==> src/hdl/fetch_pkg.sv <==
package fetch_pkg;

    // ------------------------------
    // Sizes and constants
    // ------------------------------
    localparam int ADDR_W    = 32;
    localparam int ISSUE_W   = 4;
    localparam int BUF_DEPTH = 16;
    localparam int LOW_WATER = 8;

    localparam logic [ADDR_W-1:0] RESET_PC = 32'h3000_0000;

    // Derived widths
    localparam int LINE_W = ISSUE_W * 32;
    localparam int OFF_W  = $clog2(ISSUE_W * 4);
    localparam int PTR_W  = $clog2(BUF_DEPTH);

    // ------------------------------
    // Interface types
    // ------------------------------

    // Back end restart request
    typedef struct packed {
        logic              valid;
        logic [ADDR_W-1:0] pc;
    } redirect_t;

    // Line request, low OFF_W bits of addr always zero
    typedef struct packed {
        logic              valid;
        logic [ADDR_W-1:0] addr;
    } mem_req_t;

    // Slot 0 sits in the lowest 32 bits
    typedef struct packed {
        logic              valid;
        logic [LINE_W-1:0] line;
    } mem_resp_t;

    typedef struct packed {
        logic [31:0]       inst;
        logic [ADDR_W-1:0] pc;
    } inst_slot_t;

    // Fresh line paired with the pc that requested it
    typedef struct packed {
        logic              valid;
        logic [ADDR_W-1:0] pc;
        logic [LINE_W-1:0] line;
    } line_pkt_t;

    // Aligned group of 1 to 4 instructions for the buffer
    typedef struct packed {
        logic                          valid;
        logic [2:0]                    count;
        inst_slot_t [ISSUE_W-1:0]      slots;
    } write_pkt_t;

    typedef inst_slot_t [ISSUE_W-1:0] issue_t;

endpackage

==> src/hdl/line_fetch.sv <==
module line_fetch
    import fetch_pkg::*;
(
    input  logic              clock,
    input  logic              reset,
    input  redirect_t         redirect_i,
    input  logic [ADDR_W-1:0] pc_i,
    input  logic [4:0]        buf_count_i,
    output mem_req_t          mem_req_o,
    input  mem_resp_t         mem_resp_i,
    output logic              advance_o,
    output line_pkt_t         line_o
);

    logic              outstanding_q;
    logic              stale_q;
    logic [ADDR_W-1:0] req_pc_q;
    logic              issue;

    // ------------------------------
    // Request decision
    // ------------------------------

    // One line in flight at most, and only with room below the low water mark
    assign issue = !outstanding_q && !redirect_i.valid && (buf_count_i <= 5'(LOW_WATER));

    assign mem_req_o.valid = issue;
    assign mem_req_o.addr  = {pc_i[ADDR_W-1:OFF_W], {OFF_W{1'b0}}};
    assign advance_o       = issue;

    // ------------------------------
    // Outstanding request tracking
    // ------------------------------
    always_ff @(posedge clock or posedge reset) begin
        if (reset) begin
            outstanding_q <= 1'b0;
            stale_q       <= 1'b0;
        end else begin
            if (mem_resp_i.valid) begin
                outstanding_q <= 1'b0;
                stale_q       <= 1'b0;
            end else if (issue) begin
                outstanding_q <= 1'b1;
            end else if (redirect_i.valid && outstanding_q) begin
                // Pending line belongs to the old stream
                stale_q <= 1'b1;
            end
        end
    end

    // Pc of the request, kept with its slot offset
    always_ff @(posedge clock) begin
        if (issue) begin
            req_pc_q <= pc_i;
        end
    end

    // ------------------------------
    // Response pass-through
    // ------------------------------
    assign line_o.valid = mem_resp_i.valid && !stale_q;
    assign line_o.pc    = req_pc_q;
    assign line_o.line  = mem_resp_i.line;

endmodule

==> config.mk <==
export PLATFORM = sky130hd
export DESIGN_NAME = line_fetch
export DESIGN_NICKNAME = d
export VERILOG_FILES = /design/src/hdl/fetch_pkg.sv /design/src/hdl/line_fetch.sv
export SDC_FILE = /design/constraint.sdc
export NUM_CORES = 1
export LEC_CHECK = 0
export ABC_AREA = 1
export BUFFER_PORTS_ARGS = -buffer_cell sky130_fd_sc_hd__buf_4
export CORE_AREA = 2 2 152 154
export CTS_CLUSTER_SIZE = 10
export DETAILED_ROUTE_END_ITERATION = 12
export DIE_AREA = 0 0 154 156
export PLACE_DENSITY = 0.46
export SYNTH_ARGS = -nofsm -noshare
export SYNTH_HDL_FRONTEND = slang
export SYNTH_SLANG_ARGS = --single-unit
==> constraint.sdc <==
create_clock -name clock -period 3.7 [get_ports clock]
set_input_delay 0.185 -clock clock [delete_from_list [all_inputs] [get_ports clock]]
set_output_delay 0.185 -clock clock [all_outputs]
set_load 0.005 [all_outputs]
==> reports/summary.txt <==
Hold_ws -> 0.07594 ns
Placer Congestion -> 0.8244
CTS tree -> yes
Core area -> 22370 um2
Tcrit/Tclk final -> 0.5858
Layout cells sized above 1 -> 0.6727
Power Dens Cells -> 388.0 nW/um2
Post-synthesis sequential area ratio -> 0.4420
Top layer in use -> met5
Area delta synth->final -> 3.829%
Via density -> 2.416
Die outline height -> 156 um
Yosys reg bits -> 34
Minimum clock period -> 2.168 ns
# H-tree levels -> 2
Crit path largest cell delay -> 0.53 ns
Crit-path cells -> nor3_2, and2_1, buf_4, buf_4
Post-CTS setup buffers -> 0
Post-synthesis cell count -> 210
Fin. max-slew vios -> 0
Chip Width -> 154 um
Routed met3 length -> 3006 um
Unrepaired setup endpoints after global routing -> false
Status -> complete, no violations
Clk_lat worst skew -> 0.27 ns
Metal-1 WL -> 1373 um
Met2 routed WL -> 4668 um
CP most frequent cell -> buf_4
DP Worst Slack -> 1.809 ns
CTS Sinks -> 34
Syn Area/Cell -> 10.89 um2
Maximum vdd drop -> 0.1323 mV
MaxCap Viol Count -> 0
CP max stage cell -> and2_1
Largest net degree at the start of global routing -> 24
CTS buffer count -> 5
Worst-margin pin slew -> 0.5967 ns
Synth Cell Area -> 2287 um2
Total gr overflow -> 0
Starting density of the core -> 0.1023
Via Count -> 1087
Crit. End Element -> output pin
Worst-path clk slew -> 0.05 ns
Routed WL -> 9489 um
Post-route ant nets -> 0
Crit path kind -> flop to output pin
PnR worst setup slack -> 1.532 ns
Synth cell types -> 11
DRT Pass-1 Iters -> 4
All-Layer GR Usage -> 0.07162
Number of diodes -> 0
Deepest clock path buffer count -> 2
Full die area -> 24020 um2
Final Skew -> 0.003674 ns
Row cnt -> 55
Min-delay worst type -> primary input to flop
Nets -> 365
Drt drc -> 0
First-pass GRT wire length -> 10980 um
Leak Pwr -> 0.9495 nW
Hold Fails Final Rpt -> 0
Initial antenna violation count -> 0
YS warnings -> 0
Clk root buf -> clkbuf_16
Fmax -> 461.3 MHz
Rel. slew slack -> 0.6022
CP Data Required Time -> 3.51 ns
Startpoint types -> flop
IO buf count -> 103
TNS Setup -> 0 ns
Data arrival time of the critical path -> 1.98 ns
Drt wl/cell -> 21.09 um
Post-detail-place hpwl -> 8739 um
Final-report setup violation count -> 0
Highest net fanout along the worst path -> 23
Initial DRC Count -> 30
Vias in the first global route -> 972
Fillers -> 2515
I/O pin total -> 396
Total power -> 0.0009215 W
==> through the flow <==
step,util,area (um2),cells
global placement,0.09958,2227,441
detailed placement,0.09958,2227,441
CTS,0.1062,2375,450
floorplan,-,2298,213
global route,0.1062,2375,450
finish,0.1062,2375,450
==> flip-flops by register name, summed over array words and instances, names as in the netlist <==
name           flops
req_pc_q          32
outstanding_q      1
stale_q            1
==> where the power goes <==
part | leakage (nW) | switching [W] | internal, W
combinational | 0.560 | 0.0000361 | 0.0000622
clock | 0.0683 | 0.000137 | 0.000245
sequential | 0.321 | 0.00000382 | 0.000438
==> area by class of cell <==
cell class	instances	area, um2	area share
Timing Repair Buffer	105	790.8	0.3330
Clock buffer	6	128.9	0.05427
Inverter	3	11.26	0.004742
Multi-Input combinational cell	15	67.56	0.02845
Sequential cell	34	1011	0.4257
Tap cell	285	356.6	0.1502
Clock inverter	2	8.758	0.003688
==> synth_stat cells <==
cell | n | area share
dfrtp_1 | 2 | 0.022
nand3_1 | 1 | 0.0022
and2_1 | 1 | 0.0027
inv_1 | 3 | 0.0049
buf_4 | 161 | 0.53
nor2_1 | 3 | 0.0049
nor3_2 | 1 | 0.0044
conb_1 | 1 | 0.0016
edfxtp_1 | 32 | 0.42
nand2_1 | 4 | 0.0066
a21oi_1 | 1 | 0.0022
==> cell usage in the layout (no fill, tap or decap), drive strengths merged <==
cell type and instances:
a21oi 1, and2 1, buf 104, clkbuf 6, clkinv 2, conb 4, dfrtp 2, dlygate4sd3 1
edfxtp 32, inv 3, nand2 4, nand3 1, nor2 3, nor3 1
==> cell families (layout without fill, tap and decap cells) <==
group / Yosys count / after routing / share of synthesized area
buffers and inverters: 164 / 116 / 0.5334
DFF: 34 / 34 / 0.4420
and+or+nand+nor: 10 / 10 / 0.02079
other: 1 / 4 / 0.001640
AOI/OAI and AO/OA: 1 / 1 / 0.002186
==> metal layers <==
layer | global-route usage | vias to the layer above
met5 | 0.01242 | -
met4 | 0.04406 | 2
met3 | 0.1022 | 32
met2 | 0.1253 | 242
met1 | 0.02583 | 402
li1 | - | 409
==> path summary, 6_finish.rpt <==
path	start	to	slack (ns)	depth (start not counted)
max	outstanding_q	mem_req_o[32]	1.53	4
min	mem_resp_i[128]	stale_q	0.08	2
max reg2reg	outstanding_q	req_pc_q[20]	1.83	3
min reg2reg	stale_q	stale_q	0.51	2
max in group asynchronous	reset	stale_q	3.26	3
min in group asynchronous	reset	outstanding_q	0.33	3
==> worst max-delay path: cells and delay by family, from the launching register on <==
kind	cells	cell delay (ns)
DFF	1	0.40
buffers and inverters	2	0.57
and+or+nand+nor	2	0.74
==> repair_timing <==
item / 4_1_cts / 5_1_grt
endpoints found under the setup margin: 0 / 0
hold buffers: 1 / 0
endpoints found under the hold margin: 2 / 0
gates resized for setup: 0 / 0
(Power assumes the default switching activity.)
