<file path="src/hdl/fetch_pkg.sv">
package fetch_pkg;

    // ------------------------------
    // Sizes and constants
    // ------------------------------
    localparam int ADDR_W    = 32;
    localparam int ISSUE_W   = 4;
    localparam int BUF_DEPTH = 16;
    localparam int LOW_WATER = 8;

    localparam logic [ADDR_W-1:0] RESET_PC = 32'h3000_0000;

    // Derived widths
    localparam int LINE_W = ISSUE_W * 32;
    localparam int OFF_W  = $clog2(ISSUE_W * 4);
    localparam int PTR_W  = $clog2(BUF_DEPTH);

    // ------------------------------
    // Interface types
    // ------------------------------

    // Back end restart request
    typedef struct packed {
        logic              valid;
        logic [ADDR_W-1:0] pc;
    } redirect_t;

    // Line request, low OFF_W bits of addr always zero
    typedef struct packed {
        logic              valid;
        logic [ADDR_W-1:0] addr;
    } mem_req_t;

    // Slot 0 sits in the lowest 32 bits
    typedef struct packed {
        logic              valid;
        logic [LINE_W-1:0] line;
    } mem_resp_t;

    typedef struct packed {
        logic [31:0]       inst;
        logic [ADDR_W-1:0] pc;
    } inst_slot_t;

    // Fresh line paired with the pc that requested it
    typedef struct packed {
        logic              valid;
        logic [ADDR_W-1:0] pc;
        logic [LINE_W-1:0] line;
    } line_pkt_t;

    // Aligned group of 1 to 4 instructions for the buffer
    typedef struct packed {
        logic                          valid;
        logic [2:0]                    count;
        inst_slot_t [ISSUE_W-1:0]      slots;
    } write_pkt_t;

    typedef inst_slot_t [ISSUE_W-1:0] issue_t;

endpackage

</file>
<file path="src/hdl/slot_align.sv">
module slot_align
    import fetch_pkg::*;
(
    input  logic       clock,
    input  logic       reset,
    input  redirect_t  redirect_i,
    input  line_pkt_t  line_i,
    output write_pkt_t write_o
);

    logic [OFF_W-3:0]         idx;
    logic [2:0]               count_d;
    inst_slot_t [ISSUE_W-1:0] slots_d;

    logic                     valid_q;
    logic [2:0]               count_q;
    inst_slot_t [ISSUE_W-1:0] slots_q;

    // Slot offset of the requesting pc within its line
    assign idx     = line_i.pc[OFF_W-1:2];
    assign count_d = 3'(ISSUE_W) - {1'b0, idx};

    // ------------------------------
    // Slot selection
    // ------------------------------
    always_comb begin
        for (int k = 0; k < ISSUE_W; k++) begin
            // Slots past count wrap around and are ignored downstream
            slots_d[k].inst = line_i.line[32 * ((int'(idx) + k) % ISSUE_W) +: 32];
            slots_d[k].pc   = line_i.pc + ADDR_W'(4 * k);
        end
    end

    // ------------------------------
    // Output register
    // ------------------------------
    always_ff @(posedge clock or posedge reset) begin
        if (reset) begin
            valid_q <= 1'b0;
        end else if (redirect_i.valid) begin
            valid_q <= 1'b0;
        end else begin
            valid_q <= line_i.valid;
        end
    end

    always_ff @(posedge clock) begin
        if (line_i.valid) begin
            count_q <= count_d;
            slots_q <= slots_d;
        end
    end

    assign write_o.valid = valid_q;
    assign write_o.count = count_q;
    assign write_o.slots = slots_q;

endmodule

</file>
<file path="config.mk">
export PLATFORM = sky130hd
export DESIGN_NAME = slot_align
export DESIGN_NICKNAME = d
export VERILOG_FILES = /design/src/hdl/fetch_pkg.sv /design/src/hdl/slot_align.sv
export SDC_FILE = /design/constraint.sdc
export NUM_CORES = 1
export LEC_CHECK = 0
export BUFFER_PORTS_ARGS = -buffer_cell sky130_fd_sc_hd__buf_2
export CORE_AREA = 2 2 179 181
export CTS_CLUSTER_DIAMETER = 30
export DETAILED_ROUTE_END_ITERATION = 10
export DIE_AREA = 0 0 181 183
export GPL_ROUTABILITY_DRIVEN = 0
export GPL_TIMING_DRIVEN = 0
export HOLD_SLACK_MARGIN = 0.02
export PLACE_DENSITY = 0.69
export SLEW_MARGIN = 10
export SYNTH_ARGS = -nofsm -noshare
export SYNTH_HDL_FRONTEND = slang
export SYNTH_SLANG_ARGS = --single-unit
</file>
<file path="constraint.sdc">
create_clock -name clock -period 0.8 [get_ports clock]
set_input_delay 0.16 -clock clock [delete_from_list [all_inputs] [get_ports clock]]
set_output_delay 0.16 -clock clock [all_outputs]
set_load 0.01 [all_outputs]
</file>
==> impl_metrics.py, run 1 <==
metrics = {
    "outcome": {
        "run_status": "finished with violations",
        "failed_checks": "negative hold slack, negative setup slack",
    },
    "timing": {
        "worstMarginPinSlew_ns": 0.5761,
        "fmax_ghz": 0.6952,
        "grt_setup_unrepaired": "yes",
        "maxSlewViolCount": 0,
        "final.hold.worst_slack_ns": -0.01633,
        "post-route-worst-setup-slack_ns": -0.6385,
        "post-route-period-util_pct": 179.8,
        "setup-tns-final_ns": -182.72,
        "timing.final.setup_violations": 460,
        "final_period_minus_worst_setup_slack_ns": 1.438,
        "final_hold_viol_count": 25,
        "slew_headroom_pct": 61.60,
    },
    "floorplanning": {
        "die_height_um": 183,
        "die_width_um": 181,
        "placement_rows": 65,
        "start_util_pct": 39.63,
        "ios": 456,
        "design.core.area_sq_mm": 0.03123,
        "fp.dieArea_sq_mm": 0.03312,
    },
    "drt": {
        "drt-pass1-iter-count": 7,
        "avgRoutedWirePerCell_um": 25.99,
        "postRouteWirelength_um": 46350,
        "num_vias": 9594,
        "initial_drc_count": 741,
        "routed_via_density": 5.381,
        "drc": 0,
        "drt.antenna.violating_nets": 0,
    },
    "power": {
        "leakagePower_nw": 8.624,
        "p_per_area_mw_per_mm2": 2338,
        "ir_drop_uv": 1616,
    },
    "clocking": {
        "cts_num_sinks": 250,
        "tritoncts.num_buffers": 59,
        "cts_root_buffer": "sky130_fd_sc_hd__clkbuf_16",
        "cts_max_level": 2,
        "clk_pin_slew_ns": 0.04,
        "tritoncts": "yes",
        "cts.path.max_buffers": 3,
    },
    "logic_synthesis": {
        "synthCells": 668,
        "synthesized_area_sq_mm": 0.01238,
        "synthesis.nets": 868,
        "synth.yosys.seq_area_share_pct": 60.62,
        "postSynthAreaPerCell_sq_um": 18.53,
        "synth_cell_types": 29,
        "ys.warnings.count": 0,
        "synth-seq-cells": 250,
    },
    "worst_setup_path": {
        "launching_element_type_of_the_critical_path": "primary input",
        "arrival_ns": 1.72,
        "endpoint_kind": "register",
        "worst-path-max-fanout": 8,
        "critical_path_class": "primary input to register",
        "critical_path_required_ns": 1.08,
    },
    "place": {
        "place.detailed.hpwl_um": 27670,
        "place_ws_ns": -1.672,
        "port_buffers": 423,
        "postPlaceCellArea_sq_mm": 0.01569,
    },
    "global_route": {
        "grt_first_pass_wirelength_um": 63750,
        "grt_max_degree": 118,
        "grt_antenna_before_repair": 8,
        "grt.total_usage_pct": 26.47,
        "first_global_vias": 9905,
        "grt_remaining_overflow": 0,
    },
    "layout": {
        "layout.cells.most_common": "sky130_fd_sc_hd__buf_2",
        "filler_cell_count": 2086,
        "multiInputGateArea_sq_mm": 0.005249,
        "finish.utilization_pct": 67.06,
        "layout-drive-gt1-share_pct": 70.31,
        "sequential_cell_area_sq_mm": 0.007502,
        "layout_common_cells": "sky130_fd_sc_hd__buf_2, sky130_fd_sc_hd__edfxtp_1, sky130_fd_sc_hd__mux4_2",
        "layout.nets": 1524,
        "post-route-cell-area_sq_mm": 0.02094,
        "flow.area_growth_from_synthesis_pct": 69.22,
    },
    "run": {
        "max_cap_viol_count": 0,
    },
    "min_path": {
        "worst_hold_path_type": "primary input to register",
    },
}
flip-flops by register name (all words and copies together) (netlist names):
register,flops
count_q,2
valid_q,1
write_o,247
cell families after synthesis:
| logic type | Yosys count | synth area share [%] |
|---|---|---|
| flops | 250 | 60.62 |
| mux | 128 | 23.29 |
| simple gates | 127 | 6.278 |
| xor+xnor | 83 | 5.874 |
| buf+inv | 75 | 3.488 |
| fa+ha+maj | 4 | 0.4044 |
| compound gates | 1 | 0.04040 |
cell type report:
type / instances / area share [%]
Antenna cell: 7 / 0.08364
Buffer: 40 / 2.939
Clock buffer: 64 / 7.241
Clock inverter: 47 / 2.611
Inverter: 9 / 0.2330
Multi-Input combinational cell: 343 / 25.06
Sequential cell: 250 / 35.82
Tap cell: 402 / 2.402
Timing Repair Buffer: 621 / 23.60
critical path, cell delays in order:
cell                     delay, ns
sky130_fd_sc_hd__buf_8        0.08
sky130_fd_sc_hd__buf_8        0.09
sky130_fd_sc_hd__buf_12       0.10
sky130_fd_sc_hd__buf_12       0.11
sky130_fd_sc_hd__inv_6        0.03
sky130_fd_sc_hd__ha_4         0.30
sky130_fd_sc_hd__buf_12       0.14
sky130_fd_sc_hd__buf_16       0.17
sky130_fd_sc_hd__mux4_2       0.53
worst paths after layout:
path / start / to / slack [ns] / cells past startpoint
worst max-delay path: line_i[130] / write_o[127]$_DFFE_PP_ / -0.64 / 9
worst min-delay path: line_i[160] / write_o[37]$_DFFE_PP_ / -0.02 / 1
max in group asynchronous: reset / valid_q$_DFF_PP0_ / 0.18 / 4
min in group asynchronous: reset / valid_q$_DFF_PP0_ / 0.53 / 4
power breakdown:
| group | internal (mW) | switching [mW] |
|---|---|---|
| logic | 4.10 | 3.83 |
| clock network | 17.1 | 7.55 |
| registers | 16.0 | 0.400 |
synth_stat cells:
library cell | number | area [sq um]
sky130_fd_sc_hd__inv_1 | 9 | 33.78
sky130_fd_sc_hd__mux4_2 | 128 | 2883
sky130_fd_sc_hd__dfrtp_1 | 1 | 25.02
sky130_fd_sc_hd__clkbuf_2 | 1 | 5.000
sky130_fd_sc_hd__nand4_4 | 4 | 85.08
sky130_fd_sc_hd__nor3_1 | 11 | 55.05
sky130_fd_sc_hd__nor3_2 | 6 | 60.06
sky130_fd_sc_hd__nor4_2 | 1 | 12.51
sky130_fd_sc_hd__nand4_2 | 1 | 12.51
sky130_fd_sc_hd__nand4_1 | 8 | 50.05
sky130_fd_sc_hd__nor2_1 | 14 | 52.55
sky130_fd_sc_hd__xnor2_1 | 58 | 508.0
sky130_fd_sc_hd__xor2_1 | 25 | 219.0
sky130_fd_sc_hd__nand2_2 | 1 | 6.260
sky130_fd_sc_hd__nand2_1 | 46 | 172.7
sky130_fd_sc_hd__clkbuf_1 | 4 | 15.01
sky130_fd_sc_hd__nor4_1 | 4 | 25.02
sky130_fd_sc_hd__buf_1 | 1 | 3.750
sky130_fd_sc_hd__buf_4 | 22 | 165.2
sky130_fd_sc_hd__ha_1 | 4 | 50.05
sky130_fd_sc_hd__or3_4 | 1 | 11.26
sky130_fd_sc_hd__edfxtp_1 | 249 | 7477
sky130_fd_sc_hd__buf_6 | 3 | 33.78
sky130_fd_sc_hd__nand3_1 | 23 | 115.1
sky130_fd_sc_hd__nor2_2 | 1 | 6.260
sky130_fd_sc_hd__a21oi_1 | 1 | 5.000
sky130_fd_sc_hd__nor4_4 | 5 | 106.4
sky130_fd_sc_hd__buf_2 | 35 | 175.2
sky130_fd_sc_hd__nor2b_1 | 1 | 6.260
metrics by stage:
step / total power [mW] / instances
after floorplan: 19.78 / 668
after global placement: 22.68 / 1493
after detailed placement: 22.74 / 1495
after CTS: 49.02 / 1761
after global routing: 50.34 / 1779
final: 48.97 / 1783
routing by layer:
| metal | vias up | track usage [%] | wire length, um |
|---|---|---|---|
| met5 | - | 0 | 27 |
| met4 | 4 | 9.886 | 1638 |
| met3 | 101 | 7.943 | 3965 |
| met2 | 577 | 49.62 | 25440 |
| met1 | 4847 | 28.06 | 15280 |
| li1 | 4065 | - | - |
timing repair:
item,CTS,global route
hold endpoints to repair,117,29
pin swaps,68,57
resized for setup,262,106
endpoints found under the setup margin,460,506
hold buffers,36,1
setup buffers,102,52
gates cloned,18,2
No activity file was read; power rests on OpenSTA's default activity.
==> run 2: changes to the inputs <==
==> config.mk (replaced) <==
export PLATFORM = sky130hd
export DESIGN_NAME = slot_align
export DESIGN_NICKNAME = d
export VERILOG_FILES = /design/src/hdl/fetch_pkg.sv /design/src/hdl/slot_align.sv
export SDC_FILE = /design/constraint.sdc
export NUM_CORES = 1
export LEC_CHECK = 0
export BUFFER_PORTS_ARGS = -buffer_cell sky130_fd_sc_hd__clkbuf_2
export CORE_AREA = 4 4 176 178
export CTS_CLUSTER_DIAMETER = 30
export DETAILED_ROUTE_END_ITERATION = 10
export DIE_AREA = 0 0 180 182
export GPL_ROUTABILITY_DRIVEN = 0
export GPL_TIMING_DRIVEN = 0
export HOLD_SLACK_MARGIN = 0.02
export PLACE_DENSITY = 0.73
export SETUP_SLACK_MARGIN = 0.4
export SLEW_MARGIN = 10
export SYNTH_ARGS = -nofsm -noshare
export SYNTH_HDL_FRONTEND = slang
export SYNTH_SLANG_ARGS = --single-unit
==> run 2 against run 1 <==
The run still ends with negative hold slack, negative setup slack left. Utilization up 5.7 points. Count of clock-buffer cells in the layout did not move. Final cell count rose by 0.11%. Critical path type unchanged. Critical endpoint is now write_o[126]$_DFFE_PP_. Highest routed layer unchanged.
==> impl_metrics.py, run 2 (synthesis gave the netlist of run 1 again) <==
metrics = {
    "clocking": {
        "tritoncts.num_buffers": 56,
        "cts_num_sinks": 250,
        "cts.path.max_buffers": 3,
        "tritoncts": "yes",
        "clk_pin_slew_ns": 0.05,
        "cts_max_level": 2,
        "cts_root_buffer": "sky130_fd_sc_hd__clkbuf_16",
        "cts_hold_buf": 1,
    },
    "layout": {
        "layout.nets": 1549,
        "finish.cell_count_without_fillers": 1785,
        "layout_common_cells": "sky130_fd_sc_hd__clkbuf_2, sky130_fd_sc_hd__edfxtp_1, sky130_fd_sc_hd__mux4_2",
        "post-route-cell-area_sq_mm": 0.02138,
        "flow.area_growth_from_synthesis_pct": 72.75,
        "finish.utilization_pct": 72.71,
        "layout-drive-gt1-share_pct": 74.25,
        "layout.cells.most_common": "sky130_fd_sc_hd__clkbuf_2",
        "largest_register_ffs": 247,
    },
    "min_path": {
        "holdPathStages": 2,
        "worst_hold_path_type": "primary input to register",
    },
    "drt": {
        "initial_drc_count": 785,
        "drt.antenna.violating_nets": 0,
        "num_vias": 9929,
        "drc": 0,
        "postRouteWirelength_um": 48820,
        "avgRoutedWirePerCell_um": 27.35,
        "routed_via_density": 5.562,
        "drt-pass1-iter-count": 5,
    },
    "worst_setup_path": {
        "critical_path.max_stage_delay_ns": 0.53,
        "arrival_ns": 1.76,
        "critical_path_class": "primary input to register",
        "timing.critical_path.buf_inv": 7,
        "cpMostUsedCell": "sky130_fd_sc_hd__buf_12",
        "launching_element_type_of_the_critical_path": "primary input",
        "critical_path_required_ns": 1.07,
        "worst-path-max-fanout": 7,
        "cp_depth": 9,
        "critPathSlowestCell": "sky130_fd_sc_hd__mux4_2",
        "endpoint_kind": "register",
        "path_delay_family": "buffers and inverters",
        "timing.critical_path.cells": "buf_8, buf_8, buf_12, buf_12, clkinv_8, ha_4, buf_12, buf_12, mux4_2",
    },
    "power": {
        "p_per_area_mw_per_mm2": 2191,
        "swShare_pct": 25.72,
        "leakagePower_nw": 8.987,
        "seq_power_share_pct": 35.1,
        "power.clock.fraction_pct": 46.9,
        "comb_pwr_share_pct": 18.0,
        "internal-power_mw": 34.79,
        "post-layout-total-power_mw": 46.84,
        "ir_drop_uv": 1667,
        "total_switching_power_mw": 12.05,
    },
    "timing": {
        "setup-tns-final_ns": -201.34,
        "maxSlewViolCount": 0,
        "grt_setup_unrepaired": "yes",
        "slew_headroom_pct": 73.07,
        "post-route-period-util_pct": 186.0,
        "post-route-worst-setup-slack_ns": -0.6878,
        "final_period_minus_worst_setup_slack_ns": 1.488,
        "worstMarginPinSlew_ns": 0.4026,
        "final_hold_viol_count": 63,
        "timing.final.setup_violations": 466,
        "fmax_ghz": 0.6721,
        "final.hold.worst_slack_ns": -0.2172,
    },
    "global_route": {
        "grt_max_degree": 29,
        "grt_first_pass_wirelength_um": 65050,
        "grt_antenna_before_repair": 2,
        "grt.total_usage_pct": 26.64,
        "first_global_vias": 9914,
        "grt_remaining_overflow": 0,
    },
    "run": {
        "max_cap_viol_count": 0,
    },
    "floorplanning": {
        "ios": 456,
        "start_util_pct": 42.09,
        "fp.dieArea_sq_mm": 0.03276,
        "design.core.area_sq_mm": 0.02940,
        "die_width_um": 180,
        "placement_rows": 63,
        "die_height_um": 182,
    },
    "place": {
        "place.detailed.hpwl_um": 27630,
        "port_buffers": 423,
        "dp.cells": 1483,
        "place_ws_ns": -1.734,
        "postPlaceCellArea_sq_mm": 0.01573,
    },
    "outcome": {
        "failed_checks": "negative hold slack, negative setup slack",
        "run_status": "finished with violations",
    },
}
run 2: what timing repair did:
item | 4_1_cts | 5_1_grt
setup buffers | 103 | 62
resized for setup | 231 | 193
gates cloned | 24 | 8
endpoints found under the setup margin | 693 | 566
pin swaps | 64 | 68
hold endpoints to repair | 69 | 69
run 2: cell type report:
cell class                 count  area (sq um)
sequential                   250          7502
buffer                        66          1051
clock inverter                39         352.8
timing repair buffer         623          5091
clock buffer                  64          1463
tap                          390         488.0
inverter                       9         62.56
fill                        1732          8023
antenna                        1         2.502
multi-input combinational    343          5366
run 2: worst paths after layout:
kind,start,end
max in group asynchronous,reset,valid_q$_DFF_PP0_
worst max-delay path,line_i[130],write_o[126]$_DFFE_PP_
worst min-delay path,redirect_i[32],valid_q$_DFF_PP0_
min in group asynchronous,reset,valid_q$_DFF_PP0_
run 2: layer usage:
metal | wire, um | global-route usage (%) | vias up | share of wire [%]
met2 | 26060 | 49.02 | 707 | 53
met1 | 16250 | 29.89 | 4983 | 33
met3 | 4805 | 8.313 | 113 | 9.8
met4 | 1685 | 7.498 | 2 | 3.5
li1 | - | - | 4124 | -
met5 | 13 | 0 | - | 0.027
run 2: power by group through the flow:
stage / combinational [mW] / clock (mW) / sequential [mW]
floorplan: 2.55 / 0 / 17.3
global placement: 6.06 / 0 / 16.7
detailed placement: 6.18 / 0 / 16.6
CTS: 7.69 / 22.0 / 16.4
global route: 8.78 / 23.0 / 16.5
finish: 8.42 / 22.0 / 16.4
