==> src/hdl/fetch_pkg.sv <==
package fetch_pkg;

    // ------------------------------
    // Sizes and constants
    // ------------------------------
    localparam int ADDR_W    = 32;
    localparam int ISSUE_W   = 4;
    localparam int BUF_DEPTH = 16;
    localparam int LOW_WATER = 8;

    localparam logic [ADDR_W-1:0] RESET_PC = 32'h3000_0000;

    // Derived widths
    localparam int LINE_W = ISSUE_W * 32;
    localparam int OFF_W  = $clog2(ISSUE_W * 4);
    localparam int PTR_W  = $clog2(BUF_DEPTH);

    // ------------------------------
    // Interface types
    // ------------------------------

    // Back end restart request
    typedef struct packed {
        logic              valid;
        logic [ADDR_W-1:0] pc;
    } redirect_t;

    // Line request, low OFF_W bits of addr always zero
    typedef struct packed {
        logic              valid;
        logic [ADDR_W-1:0] addr;
    } mem_req_t;

    // Slot 0 sits in the lowest 32 bits
    typedef struct packed {
        logic              valid;
        logic [LINE_W-1:0] line;
    } mem_resp_t;

    typedef struct packed {
        logic [31:0]       inst;
        logic [ADDR_W-1:0] pc;
    } inst_slot_t;

    // Fresh line paired with the pc that requested it
    typedef struct packed {
        logic              valid;
        logic [ADDR_W-1:0] pc;
        logic [LINE_W-1:0] line;
    } line_pkt_t;

    // Aligned group of 1 to 4 instructions for the buffer
    typedef struct packed {
        logic                          valid;
        logic [2:0]                    count;
        inst_slot_t [ISSUE_W-1:0]      slots;
    } write_pkt_t;

    typedef inst_slot_t [ISSUE_W-1:0] issue_t;

endpackage

==> src/hdl/pc_gen.sv <==
module pc_gen
    import fetch_pkg::*;
(
    input  logic              clock,
    input  logic              reset,
    input  redirect_t         redirect_i,
    input  logic              advance_i,
    output logic [ADDR_W-1:0] pc_o
);

    logic [ADDR_W-1:0] pc_q;
    logic [ADDR_W-1:0] next_line;

    // Start of the following line, drops any slot offset
    assign next_line = {pc_q[ADDR_W-1:OFF_W], {OFF_W{1'b0}}} + ADDR_W'(ISSUE_W * 4);

    // ------------------------------
    // PC register
    // ------------------------------
    always_ff @(posedge clock or posedge reset) begin
        if (reset) begin
            pc_q <= RESET_PC;
        end else if (redirect_i.valid) begin
            // Redirect target may land mid-line
            pc_q <= redirect_i.pc;
        end else if (advance_i) begin
            pc_q <= next_line;
        end
    end

    assign pc_o = pc_q;

endmodule

==> config.mk <==
export PLATFORM = sky130hd
export DESIGN_NAME = pc_gen
export DESIGN_NICKNAME = d
export VERILOG_FILES = /design/src/hdl/fetch_pkg.sv /design/src/hdl/pc_gen.sv
export SDC_FILE = /design/constraint.sdc
export NUM_CORES = 1
export LEC_CHECK = 0
export ABC_AREA = 1
export ABC_CLOCK_PERIOD_IN_PS = 1400
export BUFFER_PORTS_ARGS = -buffer_cell sky130_fd_sc_hd__buf_2
export CAP_MARGIN = 10
export CORE_MARGIN = 8
export CORE_UTILIZATION = 50
export CTS_BUF_LIST = sky130_fd_sc_hd__clkbuf_2 sky130_fd_sc_hd__clkbuf_4 sky130_fd_sc_hd__clkbuf_8
export DETAILED_ROUTE_END_ITERATION = 8
export PLACE_DENSITY = 0.79
export SYNTH_ARGS = -nofsm -noshare
export SYNTH_HDL_FRONTEND = slang
export SYNTH_SLANG_ARGS = --single-unit
export TNS_END_PERCENT = 1
==> constraint.sdc <==
create_clock -name clock -period 1.4 [get_ports clock]
set_input_delay 0.14 -clock clock [delete_from_list [all_inputs] [get_ports clock]]
set_output_delay 0.14 -clock clock [all_outputs]
set_load 0.03 [all_outputs]
==> results of run 1 <==
[critical path, cell delays in order (launching register included)]
cell,delay (ps)
dfrtp_2,400
ha_4,150
inv_2,40
nor2_4,190
nand2_4,110
nor2_2,140
nand3_1,90
nand3_1,80
nand2_1,50
[layer usage]
layer / share of wire, % / up-vias / routed length, µm / track usage (%)
li1: - / 1112 / - / -
met1: 42 / 1061 / 2580 / 24.4
met2: 50 / 77 / 3070 / 32.2
met3: 6.6 / 9 / 409 / 4.69
met4: 1.7 / 0 / 102 / 7.64
met5: 0 / - / 0 / 0
[final cells by class]
cell class                 instances  area (µm²)
multi-input combinational        225        1220
clock buffer                       6        82.6
timing repair buffer              86         493
clock inverter                     2        10.0
inverter                          25        93.8
tap                               50        62.6
fill                             335        1220
sequential                        32         823
[cell families (layout without fill, tap and decap cells)]
family,count (synthesis),count (layout),share of synthesized area [%]
AOI/OAI and AO/OA,37,37,12.7
buffers and inverters,33,119,6.64
and+or+nand+nor,180,180,38.3
adders and majority gates,1,1,0.604
xor gates and xnor gates,7,7,2.96
DFF,32,32,38.8
[power by group through the flow]
| stage | combinational (mW) | clock (mW) | sequential (mW) |
|---|---|---|---|
| 3_3_place_gp | 0.736 | 0 | 1.16 |
| 5_1_grt | 0.871 | 0.807 | 1.17 |
| 3_5_place_dp | 0.747 | 0 | 1.16 |
| 2_1_floorplan | 0.283 | 0 | 1.34 |
| 6_report | 0.797 | 0.760 | 1.16 |
| 4_1_cts | 0.764 | 0.778 | 1.14 |
[per-stage QoR]
stage | TNS [ps] | setup slack, ps | area (µm²) | hold WS (ps)
6_report | 0 | 39.2 | 2780 | 62.8
4_1_cts | 0 | 7.90 | 2680 | 57.1
2_1_floorplan | -2.58 | -2.58 | 2090 | 254
3_3_place_gp | 0 | 72.2 | 2560 | 251
3_5_place_dp | -0.494 | -0.494 | 2560 | 256
5_1_grt | -384 | -63.5 | 2780 | 77.0
[placed cells by master (no fill, tap or decap), types with 5 or more instances in the layout]
cell       n
clkbuf_8   6
buf_4     17
buf_2     67
xor2_1     7
dfrtp_1   14
nand2_1   98
nor2_1    19
o21bai_1   6
a22oi_1   18
dfrtp_2   16
nand3_1   34
inv_1     24
nor2_4    11
o21ai_0    5
nor2_2     9
[cells in the mapped netlist, drive strengths merged (2+ instances only)]
| master | number |
|---|---|
| nor2 | 39 |
| nand3 | 37 |
| xor2 | 7 |
| dfstp | 2 |
| clkbuf | 2 |
| dfrtp | 30 |
| a22o | 4 |
| o21bai | 6 |
| nand2 | 103 |
| a22oi | 18 |
| inv | 25 |
| o21ai | 5 |
| a21oi | 3 |
| buf | 6 |
[how the worst min path moves through the flow]
stage | to | slack, ps
finish | pc_o[19] | 60
global route | pc_o[5] | 80
CTS | pc_o[5] | 60
detailed placement | pc_o[2] | 260
floorplan | pc_o[0] | 250
global placement | pc_o[1] | 250
[repair_timing]
action	4_1_cts	5_1_grt
hold buffers	1	0
gates resized for setup	1	26
pin swaps	2	8
hold endpoints to repair	30	0
endpoints found under the setup margin	1	19
buffers inserted	2	2
==> run_summary.xml, run 1 <==
<?xml version="1.0" encoding="UTF-8"?>
<metrics>
  <group name="finish">
    <metric name="final-instance-count-excl-fill" unit="">426</metric>
    <metric name="largest_reg_flops" unit="">32</metric>
    <metric name="syn2layout_area_growth" unit="%">34.2</metric>
    <metric name="antenna_diode_count" unit="">0</metric>
    <metric name="nets" unit="">412</metric>
    <metric name="post_route_cells_drive_above_1_share" unit="%">37.5</metric>
    <metric name="postLayoutCoreUtil" unit="%">69.5</metric>
  </group>
  <group name="worst_hold_path">
    <metric name="hold_class" unit="">input port to flop</metric>
    <metric name="hold_depth" unit="">3</metric>
    <metric name="hold_path_startpoint" unit="">redirect_i[19]</metric>
  </group>
  <group name="global_routing">
    <metric name="grt_usage" unit="%">19.7</metric>
    <metric name="grt_pass1_wl" unit="µm">10100</metric>
    <metric name="number_of_antenna_violations_at_the_first_check_in_global_routing" unit="">0</metric>
    <metric name="grt_pass1_vias" unit="">2151</metric>
    <metric name="grt_max_degree" unit="">33</metric>
    <metric name="grt-ovfl-total" unit="">0</metric>
  </group>
  <group name="power">
    <metric name="cell_internal_power_dissipation" unit="mW">1.71</metric>
    <metric name="total_power" unit="mW">2.71</metric>
    <metric name="power_density" unit="nW/µm²">975</metric>
    <metric name="power_frac_seq" unit="%">42.6</metric>
    <metric name="p_switching" unit="mW">1.00</metric>
    <metric name="power.combinational.fraction" unit="%">29.4</metric>
    <metric name="cellLeakagePower" unit="nW">1.34</metric>
    <metric name="power.clock.fraction" unit="%">28.0</metric>
    <metric name="max-vdd-ir-drop" unit="mV">0.755</metric>
    <metric name="power.share.switching" unit="%">36.8</metric>
  </group>
  <group name="yosys">
    <metric name="synth.yosys.seq_area_share" unit="%">38.8</metric>
    <metric name="synth_top_area_share" unit="%">36.2</metric>
    <metric name="synth_top_flop_cell" unit="">dfrtp_1</metric>
    <metric name="postSynthCellCount" unit="">290</metric>
    <metric name="postSynthNetCount" unit="">327</metric>
    <metric name="ys_ff_latch" unit="">32</metric>
    <metric name="netlist-cell-type-count" unit="">22</metric>
    <metric name="synth_top_cells_by_area" unit="">dfrtp_1 36%, nand2_1 18%, nand3_1 8.9%</metric>
    <metric name="number_of_synthesized_flops_with_an_enable_pin" unit="">0</metric>
    <metric name="synth.largest_area_cell" unit="">dfrtp_1</metric>
    <metric name="average_cell_area_after_synthesis" unit="µm²">7.14</metric>
    <metric name="mappedNetlistArea" unit="µm²">2070</metric>
    <metric name="yosysWarningCount" unit="">0</metric>
    <metric name="async_reset_ff_share" unit="%">100</metric>
  </group>
  <group name="timing">
    <metric name="worst_clock_skew" unit="ps">6.25</metric>
    <metric name="rsz0062_at_grt" unit="">true</metric>
    <metric name="max_frequency" unit="MHz">735</metric>
    <metric name="maxSlewViolCount" unit="">0</metric>
    <metric name="worst_slew_pin_slew" unit="ps">425</metric>
    <metric name="count_of_endpoints_failing_setup_in_the_final_report" unit="">0</metric>
    <metric name="relSlewSlack" unit="%">71.7</metric>
    <metric name="post-route-period-util" unit="%">97.2</metric>
    <metric name="report.final.hold_viol_count" unit="">0</metric>
    <metric name="period_minus_slack" unit="ps">1360</metric>
  </group>
  <group name="setup_path">
    <metric name="worst_r2r_endpoint" unit="">pc_o[30]</metric>
    <metric name="start_kind" unit="">flop</metric>
    <metric name="regToRegStartpoint" unit="">pc_o[5]</metric>
    <metric name="worstPathArrival" unit="ps">1540</metric>
    <metric name="reg2reg_depth" unit="">8</metric>
    <metric name="path_class" unit="">flop to flop</metric>
    <metric name="critical_path.startpoint" unit="">pc_o[5]</metric>
    <metric name="critPathRequiredTime" unit="ps">1580</metric>
    <metric name="cp-endpoint" unit="">pc_o[30]</metric>
    <metric name="path_max_fanout" unit="">5</metric>
    <metric name="r2r_setup_slack" unit="ps">40</metric>
    <metric name="critPathCaptureType" unit="">flop</metric>
  </group>
  <group name="place">
    <metric name="port_buffers" unit="">67</metric>
    <metric name="placed_cells_incl_taps" unit="">413</metric>
    <metric name="dp_hpwl" unit="µm">4400</metric>
    <metric name="routability_driven_placement_congestion_ratio" unit="">0.897</metric>
  </group>
  <group name="cts">
    <metric name="cts.sinks" unit="">32</metric>
    <metric name="clk_pin_slew_worst_paths" unit="ps">70</metric>
    <metric name="worstSkewPairLatency" unit="ps">290</metric>
    <metric name="cts_root_buffer" unit="">clkbuf_8</metric>
    <metric name="clockBufferDepth" unit="">2</metric>
    <metric name="tritoncts" unit="">done</metric>
    <metric name="cts.htree.levels" unit="">2</metric>
    <metric name="tritoncts.num_buffers" unit="">5</metric>
  </group>
  <group name="detailed_routing">
    <metric name="avgViaCountPerCell" unit="">5.30</metric>
    <metric name="post_detailed_route_count_of_antenna_violating_nets" unit="">0</metric>
    <metric name="remaining_drc_errors" unit="">0</metric>
    <metric name="detail_route.wirelength" unit="µm">6160</metric>
    <metric name="route.vias.total" unit="">2259</metric>
    <metric name="detail_route.wl_per_cell" unit="µm">14.5</metric>
    <metric name="firstDrtPassIters" unit="">4</metric>
    <metric name="initialDrtViolationCount" unit="">134</metric>
  </group>
  <group name="die">
    <metric name="floorplan.io_pins" unit="">68</metric>
    <metric name="die_area" unit="µm²">6460</metric>
    <metric name="dieWidth" unit="µm">80.4</metric>
    <metric name="die_height" unit="µm">80.4</metric>
    <metric name="core" unit="µm²">4000</metric>
    <metric name="placement_rows" unit="">23</metric>
    <metric name="initial_utilization" unit="%">51.8</metric>
  </group>
  <group name="run">
    <metric name="reported_max_cap_violation_count" unit="">0</metric>
  </group>
  <group name="status">
    <metric name="status" unit="">finished, final reports clean</metric>
  </group>
</metrics>
No activity file was read; power rests on OpenSTA's default activity.
==> run 2, diff against run 1 <==
- CAP_MARGIN: 10 -> 5
- CORE_UTILIZATION: 50 -> 26
- PLACE_DENSITY: 0.79 -> default
==> run 2 against run 1 <==
Compared with the run above:
- register-to-register slack improved by 20 ps
- largest power group unchanged
- critical path type unchanged
- core utilization decreased by 32 points
- sequential share of layout area decreased by 1.4 points
- maximum frequency up 1.3%
- critical endpoint is now pc_o[20]
==> run_summary.xml, run 2 (synthesis gave the netlist of run 1 again) <==
<?xml version="1.0" encoding="UTF-8"?>
<metrics>
  <group name="power">
    <metric name="power.share.switching" unit="%">35.8</metric>
    <metric name="power_frac_seq" unit="%">40.7</metric>
    <metric name="cell_internal_power_dissipation" unit="mW">1.81</metric>
    <metric name="p_switching" unit="mW">1.01</metric>
    <metric name="power.combinational.fraction" unit="%">29.7</metric>
    <metric name="cellLeakagePower" unit="nW">1.39</metric>
    <metric name="power_density" unit="nW/µm²">969</metric>
    <metric name="max-vdd-ir-drop" unit="mV">0.419</metric>
    <metric name="total_power" unit="mW">2.82</metric>
    <metric name="power.clock.fraction" unit="%">29.6</metric>
  </group>
  <group name="timing">
    <metric name="maxSlewViolCount" unit="">0</metric>
    <metric name="fin_ws" unit="ps">56.3</metric>
    <metric name="setup_tns" unit="ps">0</metric>
    <metric name="report.final.hold_viol_count" unit="">0</metric>
    <metric name="post-route-period-util" unit="%">96.0</metric>
    <metric name="rsz0062_at_grt" unit="">true</metric>
    <metric name="count_of_endpoints_failing_setup_in_the_final_report" unit="">0</metric>
    <metric name="max_frequency" unit="MHz">744</metric>
    <metric name="worst_clock_skew" unit="ps">6.03</metric>
    <metric name="relSlewSlack" unit="%">71.2</metric>
    <metric name="period_minus_slack" unit="ps">1340</metric>
    <metric name="finalHoldWorstSlack" unit="ps">66.3</metric>
    <metric name="worst_slew_pin_slew" unit="ps">431</metric>
  </group>
  <group name="die">
    <metric name="dieWidth" unit="µm">105</metric>
    <metric name="floorplan.io_pins" unit="">68</metric>
    <metric name="placement_rows" unit="">32</metric>
    <metric name="die_area" unit="µm²">11100</metric>
    <metric name="initial_utilization" unit="%">26.8</metric>
    <metric name="core" unit="µm²">7730</metric>
    <metric name="die_height" unit="µm">105</metric>
  </group>
  <group name="cts">
    <metric name="cts.htree.levels" unit="">2</metric>
    <metric name="clk_pin_slew_worst_paths" unit="ps">70</metric>
    <metric name="worstSkewPairLatency" unit="ps">290</metric>
    <metric name="tritoncts.num_buffers" unit="">5</metric>
    <metric name="tritoncts" unit="">done</metric>
    <metric name="clockBufferDepth" unit="">2</metric>
    <metric name="cts.sinks" unit="">32</metric>
    <metric name="cts_root_buffer" unit="">clkbuf_8</metric>
  </group>
  <group name="place">
    <metric name="dp_hpwl" unit="µm">5220</metric>
    <metric name="detailedPlace.worstSlack" unit="ps">48.5</metric>
    <metric name="port_buffers" unit="">67</metric>
    <metric name="routability_driven_placement_congestion_ratio" unit="">0.844</metric>
    <metric name="placed_cells_incl_taps" unit="">475</metric>
  </group>
  <group name="detailed_routing">
    <metric name="route.vias.total" unit="">2230</metric>
    <metric name="wl_met1" unit="µm">3320</metric>
    <metric name="avgViaCountPerCell" unit="">4.59</metric>
    <metric name="firstDrtPassIters" unit="">4</metric>
    <metric name="post_detailed_route_count_of_antenna_violating_nets" unit="">0</metric>
    <metric name="detail_route.wl_per_cell" unit="µm">14.0</metric>
    <metric name="initialDrtViolationCount" unit="">155</metric>
    <metric name="wl_met3" unit="µm">273</metric>
    <metric name="remaining_drc_errors" unit="">0</metric>
    <metric name="detail_route.wirelength" unit="µm">6790</metric>
    <metric name="met2_length" unit="µm">3110</metric>
    <metric name="dr_top_layer" unit="">met4</metric>
  </group>
  <group name="setup_path">
    <metric name="critPathRequiredTime" unit="ps">1570</metric>
    <metric name="path_max_fanout" unit="">5</metric>
    <metric name="start_kind" unit="">flop</metric>
    <metric name="worstPathArrival" unit="ps">1520</metric>
    <metric name="r2r_setup_slack" unit="ps">60</metric>
    <metric name="critical_path.startpoint" unit="">pc_o[5]</metric>
    <metric name="critPathCaptureType" unit="">flop</metric>
    <metric name="path_class" unit="">flop to flop</metric>
    <metric name="regToRegStartpoint" unit="">pc_o[5]</metric>
  </group>
  <group name="worst_hold_path">
    <metric name="hold_class" unit="">input port to flop</metric>
    <metric name="hold_path_startpoint" unit="">redirect_i[15]</metric>
  </group>
  <group name="global_routing">
    <metric name="grt-ovfl-total" unit="">0</metric>
    <metric name="grt_pass1_wl" unit="µm">11500</metric>
    <metric name="grt_usage" unit="%">12.6</metric>
    <metric name="grt_pass1_vias" unit="">2360</metric>
    <metric name="number_of_antenna_violations_at_the_first_check_in_global_routing" unit="">0</metric>
    <metric name="grt_max_degree" unit="">33</metric>
  </group>
  <group name="finish">
    <metric name="syn2layout_area_growth" unit="%">40.2</metric>
    <metric name="antenna_diode_count" unit="">0</metric>
    <metric name="post_route_cells_drive_above_1_share" unit="%">37.5</metric>
    <metric name="layout.cells.most_common" unit="">nand2_1</metric>
    <metric name="nets" unit="">420</metric>
    <metric name="largest_reg_flops" unit="">32</metric>
    <metric name="final-instance-count-excl-fill" unit="">486</metric>
    <metric name="layout_common_cells" unit="">97 x nand2_1, 67 x buf_2, 35 x nand3_1, 26 x buf_4, 24 x inv_1</metric>
  </group>
  <group name="run">
    <metric name="reported_max_cap_violation_count" unit="">0</metric>
  </group>
  <group name="status">
    <metric name="status" unit="">finished, final reports clean</metric>
  </group>
</metrics>
run 2: cell count changes in the layout (fill, tap and decap cells not counted), moves of 2 or more:
| cell | previous run | this run |
|---|---|---|
| dfrtp_1 | 14 | 18 |
| buf_4 | 17 | 26 |
| nor2_4 | 11 | 13 |
| dfrtp_2 | 16 | 12 |
| nor2_2 | 9 | 6 |
| clkinv_2 | 2 | 0 |
run 2: layout make-up:
cell class,count,area [µm²]
clock buffers,8,104
fillers,814,4820
inverters,25,93.8
multi-input cells,225,1220
flip-flops and latches,32,818
well taps,102,128
repair buffers,94,541
run 2: worst paths after layout:
kind,endpoint,cells after the start
min in group asynchronous,pc_o[22],4
hold / removal,pc_o[15],3
max in group asynchronous,pc_o[4],4
setup reg to reg,pc_o[20],8
setup / recovery,pc_o[20],8
hold reg to reg,pc_o[1],1
run 2: what timing repair did:
item | CTS | global route
setup endpoints to repair | 0 | 18
setup buffers | 0 | 2
resized for setup | 0 | 25
hold buffers | 1 | 0
endpoints found under the hold margin | 30 | 0
run 2: power by group through the flow:
| stage | registers (mW) | clock network, mW | logic, mW |
|---|---|---|---|
| 6_report | 1.15 | 0.833 | 0.838 |
| 5_1_grt | 1.16 | 0.884 | 0.919 |
| 4_1_cts | 1.14 | 0.856 | 0.814 |
| 3_5_place_dp | 1.15 | 0 | 0.809 |
| 3_3_place_gp | 1.15 | 0 | 0.803 |
| 2_1_floorplan | 1.34 | 0 | 0.283 |
run 2: worst max-delay path, cell delays in order, from the launching register on:
cell,delay (ps)
dfrtp_2,410
ha_4,150
inv_2,40
nor2_4,180
nand2_4,110
nor2_4,140
nand2_1,60
nand3_1,80
nand3_1,60
run 2: through the flow:
step | utilization (%) | cell area (µm²)
after detailed placement | 34.8 | 2690
after CTS | 36.3 | 2800
final | 37.6 | 2910
after floorplan | - | 2090
after global placement | 34.8 | 2690
after global routing | 37.6 | 2910
run 2: metal layers:
layer | GRT usage (%) | vias up
met3 | 3.23 | 10
met2 | 20.6 | 47
met4 | 3.67 | 0
met5 | 0 | -
li1 | - | 1140
met1 | 15.9 | 1033
